==> src/rtl/requant_pkg.sv <==
/*
 * Shared widths and types for the requantization back end.
 * Every RTL module imports this package in its header.
 */
package requant_pkg;

    // Sizes.
    localparam int NUM_ELEMENTS = 8;
    localparam int ADDR_W       = 3;
    localparam int PP_W         = 16;
    localparam int ACC_W        = 20;
    localparam int SCALE_W      = 16;
    localparam int SHIFT_W      = 4;
    localparam int OUT_W        = 8;
    localparam int PROD_W       = ACC_W + SCALE_W;

    // One element of each kind.
    typedef logic signed [PP_W-1:0]    pp_t;
    typedef logic signed [ACC_W-1:0]   acc_t;
    typedef logic signed [SCALE_W-1:0] scale_t;
    typedef logic        [SHIFT_W-1:0] shift_t;  // Unsigned shift amount.
    typedef logic signed [OUT_W-1:0]   out_t;

    // Whole vectors, element 0 in the low bits.
    typedef pp_t  [NUM_ELEMENTS-1:0] pp_vec_t;
    typedef acc_t [NUM_ELEMENTS-1:0] acc_vec_t;
    typedef out_t [NUM_ELEMENTS-1:0] out_vec_t;

    // Shift view of the configuration word.
    typedef struct packed {
        logic [SCALE_W-SHIFT_W-1:0] reserved;
        shift_t                     shift;
    } cfg_shift_s;

    // One configuration word, read as a scale or as a shift.
    typedef union packed {
        scale_t     scale;
        cfg_shift_s shift_cfg;
    } cfg_word_u;

    typedef enum logic {
        CFG_SCALE = 1'b0,
        CFG_SHIFT = 1'b1
    } cfg_sel_e;

endpackage

==> src/rtl/accumulator_bank.sv <==
/*
 * Bank of signed accumulators, one per output element.
 * clear_i loads the incoming partial products, acc_en_i adds them.
 */
module accumulator_bank
    import requant_pkg::*;
(
    input  logic     clk,
    input  logic     nrst,
    input  logic     clear_i,
    input  logic     acc_en_i,
    input  pp_vec_t  pp_i,
    output acc_vec_t acc_o
);

    acc_vec_t acc_q;
    acc_vec_t pp_ext;

    // Sign extension of every partial product to the accumulator width.
    always_comb begin
        for (int i = 0; i < NUM_ELEMENTS; i++) begin
            pp_ext[i] = acc_t'(pp_i[i]);
        end
    end

    always_ff @(posedge clk or negedge nrst) begin
        if (!nrst) begin
            acc_q <= '0;
        end else if (clear_i) begin
            acc_q <= pp_ext;  // Clear wins over accumulate.
        end else if (acc_en_i) begin
            for (int i = 0; i < NUM_ELEMENTS; i++) begin
                acc_q[i] <= acc_q[i] + pp_ext[i];  // Wraps on overflow.
            end
        end
    end

    assign acc_o = acc_q;

    // The strobes decide the next sum, so they must be clean once out of reset.
    strobes_known: assert property (
        @(posedge clk) disable iff (!nrst)
        !$isunknown({clear_i, acc_en_i})
    ) else $error("accumulator_bank: unknown strobe");

endmodule

==> config.mk <==
export PLATFORM = sky130hd
export DESIGN_NAME = accumulator_bank
export DESIGN_NICKNAME = d
export VERILOG_FILES = /design/src/rtl/requant_pkg.sv /design/src/rtl/accumulator_bank.sv
export SDC_FILE = /design/constraint.sdc
export NUM_CORES = 1
export LEC_CHECK = 0
export ABC_AREA = 1
export BUFFER_PORTS_ARGS = -buffer_cell sky130_fd_sc_hd__buf_2
export CAP_MARGIN = 25
export CELL_PAD_IN_SITES_DETAIL_PLACEMENT = 0
export CELL_PAD_IN_SITES_GLOBAL_PLACEMENT = 1
export CORE_MARGIN = 1
export CORE_UTILIZATION = 31
export CTS_BUF_LIST = sky130_fd_sc_hd__clkbuf_4 sky130_fd_sc_hd__clkbuf_8
export DETAILED_ROUTE_END_ITERATION = 10
export PLACE_DENSITY = 0.64
export SLEW_MARGIN = 5
export SYNTH_ARGS = -nofsm -noshare
export SYNTH_HDL_FRONTEND = slang
export SYNTH_SLANG_ARGS = --single-unit
==> constraint.sdc <==
create_clock -name clk -period 3.4 [get_ports clk]
set_input_delay 0.68 -clock clk [delete_from_list [all_inputs] [get_ports clk]]
set_output_delay 0.68 -clock clk [all_outputs]
set_load 0.02 [all_outputs]
## Yosys cells after proc, flatten, opt, wreduce, memory -nomap -nowiden

Cells that the tools add are included.

- Logic and storage cells: 19
- Output and inout bits: 160
- Input port bits: 132
- Bits in registers: 160

- Mux-type cells: 2
- Reductions and logical operators: 1
- Add/subtract/negate cells: 8

Operator list:

| kind | number |
|---|---|
| $mux 160 | 2 |
| $add 20x16->20 | 8 |
| $reduce_bool 2->1 | 1 |

## Depth between registers and ports, before layout

- Depth in word-level cells: 3
- Gate-level depth with buffers: 13
- Mapped depth without buffers: 13

## Least setup slack after synthesis

Ideal clock, no wire load.

- Kind: input to register
- Start: in pp_i[0] in the netlist's numbering
- End: reg acc_q, in the netlist acc_o[10]
- Library setup time: 0.125 ns
- Arrival: 2.025 ns
- Stages on the path: 11
- Path buffers: 0
- Slack: 1.250 ns
- Required time: 3.275 ns
- Cells stage by stage: ha_1 fa_1 nand2_1 nand3_2 nand2_2 o21ai_2 nand2_1 nand2_1 or2_1 nand3_1 nand3_1

- Word-level cells in the longest chain between the ends: 3

RTL lines:

| what | RTL line | RTL |
|---|---|---|
| start, declared | accumulator_bank.sv:12 | `input pp_vec_t pp_i,` |
| $add 20x16->20 | accumulator_bank.sv:33 | `acc_q[i] <= acc_q[i] + pp_ext[i];` |
| $mux 160 | accumulator_bank.sv:31 | `end else if (acc_en_i) begin` |
| $mux 160 | accumulator_bank.sv:29 | `end else if (clear_i) begin` |
| end signal, assigned | accumulator_bank.sv:30 | `acc_q <= pp_ext;` |
| end signal, assigned by index | accumulator_bank.sv:33 |  |
| end, declared | accumulator_bank.sv:16 | `acc_vec_t acc_q;` |

No other way between the ends. The select of a mux whose other input is x is not followed.
A chain may end at the register's enable or synchronous reset.

## Worst setup path after layout

- Start: reg acc_q, in the netlist acc_o[140]
- End: reg acc_q, in the netlist acc_o[156]

- Word-level cells in the longest chain between the ends: 3

RTL lines:

| what | RTL line |
|---|---|
| $add 20x16->20 | accumulator_bank.sv:33 |
| $mux 160 | accumulator_bank.sv:31 |
| $mux 160 | accumulator_bank.sv:29 |

No other way between the ends. The select of a mux whose other input is x is not followed.

==> summary.md <==
| Metric | Value |
|---|---|
| Synth Cell Area | 0.0154 mm2 |
| Commonest non-fill, non-tap cell in the layout | nand2_1 |
| Yosys cell types | 36 |
| Worst reg2reg path depth | 13 |
| Clk sinks | 160 |
| Part of the power in registers | 28.5% |
| Initial Util | 31.4% |
| Switching share of power | 47.6% |
| Finished Core Util | 36.8% |
| Post-synth top area share | 26.0% |
| Clock Path Buffers | 2 |
| Sequential area share after synthesis | 26.0% |
| Met2 WL post-DR | 25.0 mm |
| Final Hold Fails | 0 |
| GPL Wtd Cong | 0.890 |
| Port-buffer cells | 291 |
| Logic pwr share | 52.8% |
| Largest net degree at the start of global routing | 104 |
| Mapped Nets | 2,647 |
| Synth top area cells | dfrtp_1, nand2_1, ha_1 |
| Final HPWL DP | 40.8 mm |
| Worst setup EP type | flop |
| Area growth syn-to-layout | 17.3% |
| WP data required | 3.88 ns |
| Highest-count cells in the layout ignoring fill and taps | nand2_1, buf_2, inv_1, nor2_1, a21oi_1 |
| Slew HR | 53.6% |
| Final worst-path cycle share | 64.2% |
| Die Width | 225 um |
| Routed Antenna Nets | 0 |
| Total number of yosys warnings | 0 |
| Post-route DRC | 0 |
| Final period demand of the worst path | 2.18 ns |
| Metal-1 WL | 25.8 mm |
| Total CTS buffers | 17 |
| Share of cells above drive strength 1 | 14.3% |
| Syn avg cell area | 6.53 um2 |
| CTS tree | done |
| R2R setup slack | 1.22 ns |
| CTS Root Cell | clkbuf_8 |
| Rows | 81 |
| Skew final | 0.0142 ns |
| H-tree levels | 4 |
| Max FFs per register | 160 |
| Max Cap Viol | 0 |
| Hold crit path type | primary input to asynchronous set/reset pin |
| Post-DR vias/cell | 4.90 |
| CP startpoint kind | flop |
| First-pass GRT wire length | 84.8 mm |
| Initial antenna violation count | 6 |
| Final WL | 53.7 mm |
| Final nets | 2,920 |
| Cts repair resizes | 0 |
| Placed Area | 0.0176 mm2 |
| Post CTS Setup Buffer Count | 0 |
| Crit Path Class | flop to flop |
| Reg2reg start | acc_o[140] |
| Max Fclk | 458 MHz |
| Status | completed |
| Total Neg Setup Slack | 0 ns |
| Total congestion overflow | 0 |
| R2r endpoint | acc_o[156] |
| Net Switching | 0.00420 W |
| Final setup violation count | 0 |
| GRT Overall Usage | 21.5% |
| Max Transition Viols Final | 0 |
| Clock Latency Late Sink | 0.59 ns |
| DR pass1 iterations | 5 |
| Core area | 0.0490 mm2 |
| Cell taking the most area after synthesis | dfrtp_1 |
| Wire per inst | 16.2 um |
| RSZ-0062 raised after global routing | no |
| Layout Cell Area excl Fill | 0.0180 mm2 |
| Layout filler cell count | 5,425 |
| Lkg Pwr | 9.67 nW |
| Die area | 0.0505 mm2 |
| Pwr Density | 489 mW/mm2 |
| Metal3 WL | 2.08 mm |
| Synth Instances | 2,355 |
| DR vias | 16,200 |
| P_int | 0.00461 W |
| Die Y | 225 um |
| Synth Register Bits | 160 |
| Clock transition at path regs | 0.10 ns |
| Worst EP arrival | 2.66 ns |
| Hold Buf Count CTS | 0 |
| Top fanout value on the critical path | 4 |
| Slew @ Worst Pin | 0.696 ns |
| Max Used Layer | met5 |
| Clock power frac | 18.6% |
| Pwr Total | 0.00881 W |
| Max VDD drop | 0.260 mV |
| Detailed Route Iter0 Violations | 838 |
| Vias in the first global route | 15,600 |
| I/O pins | 292 |
-- metal layers --
layer / vias to the layer above / track usage, %
met4: 6 / 6.25
met5: - / 0
met1: 7533 / 28.5
met2: 292 / 35.5
met3: 47 / 3.93
li1: 8333 / -
-- how the worst max path moves through the flow --
stage                     slack (ns)  startpoint    endpoint
after floorplan                 1.25     pp_i[0]   acc_o[10]
after global placement          0.87   pp_i[112]  acc_o[156]
after detailed placement        0.88   pp_i[112]  acc_o[156]
after CTS                       1.22  acc_o[140]  acc_o[156]
after global routing            1.03  acc_o[140]  acc_o[156]
final                           1.22  acc_o[140]  acc_o[156]
-- synth_stat cells (all sizes together) --
| cell | count |
|---|---|
| nor4 | 8 |
| inv | 260 |
| a21o | 10 |
| dfrtp | 160 |
| clkbuf | 15 |
| o21bai | 28 |
| nand2 | 786 |
| buf | 33 |
| nand3b | 24 |
| or2 | 6 |
| fa | 8 |
| a21oi | 191 |
| ha | 152 |
| o31ai | 3 |
| xnor2 | 43 |
| o21ai | 97 |
| a22oi | 56 |
| a21boi | 7 |
| xor2 | 5 |
| o211ai | 29 |
| o22ai | 2 |
| and2 | 8 |
| nand3 | 184 |
| nand4 | 18 |
| nor3 | 9 |
| nor2 | 213 |
-- power by group through the flow --
stage               Clock (W)  Combinational [W]  Sequential, W
detailed placement          0            0.00465        0.00255
global route          0.00178            0.00525        0.00256
CTS                   0.00173            0.00468        0.00252
global placement            0            0.00465        0.00254
finish                0.00164            0.00466        0.00251
floorplan                   0            0.00290        0.00288
-- cell families after synthesis --
group	after synthesis	share of synthesized area [%]
xor+xnor	48	2.73
fa+ha+maj	160	13.4
compound gates	423	16.2
simple gates	1256	33.9
buf+inv	308	7.75
flops	160	26.0
-- final cells by class --
class / count / area [um2] / area share, %
timing repair buffer: 302 / 1610 / 8.94
tap: 664 / 831 / 4.61
antenna: 2 / 5.00 / 0.0278
inverter: 260 / 976 / 5.41
sequential: 160 / 4000 / 22.2
multi-input combinational: 1887 / 10200 / 56.5
clock buffer: 20 / 269 / 1.49
clock inverter: 11 / 139 / 0.770
-- worst max-delay path, cell delays in order, from the launching register on --
cell,delay (ns)
dfrtp_1,0.45
ha_1,0.20
inv_1,0.05
fa_1,0.39
inv_1,0.09
nand2_1,0.07
nand2_1,0.06
o21ai_0,0.17
o21ai_2,0.24
nand3_1,0.12
nand2_1,0.09
nand2_1,0.05
nand3_1,0.06
nand2_1,0.05
-- stage by stage --
step / std cells / setup WS, ns / hold WS, ns
floorplan: 2355 / 1.25 / 0.384
global placement: 3273 / 0.869 / 0.497
detailed placement: 3273 / 0.880 / 0.507
CTS: 3304 / 1.22 / 0.0786
global route: 3305 / 1.03 / 0.101
finish: 3306 / 1.22 / 0.0604
(Power assumes the default switching activity.)
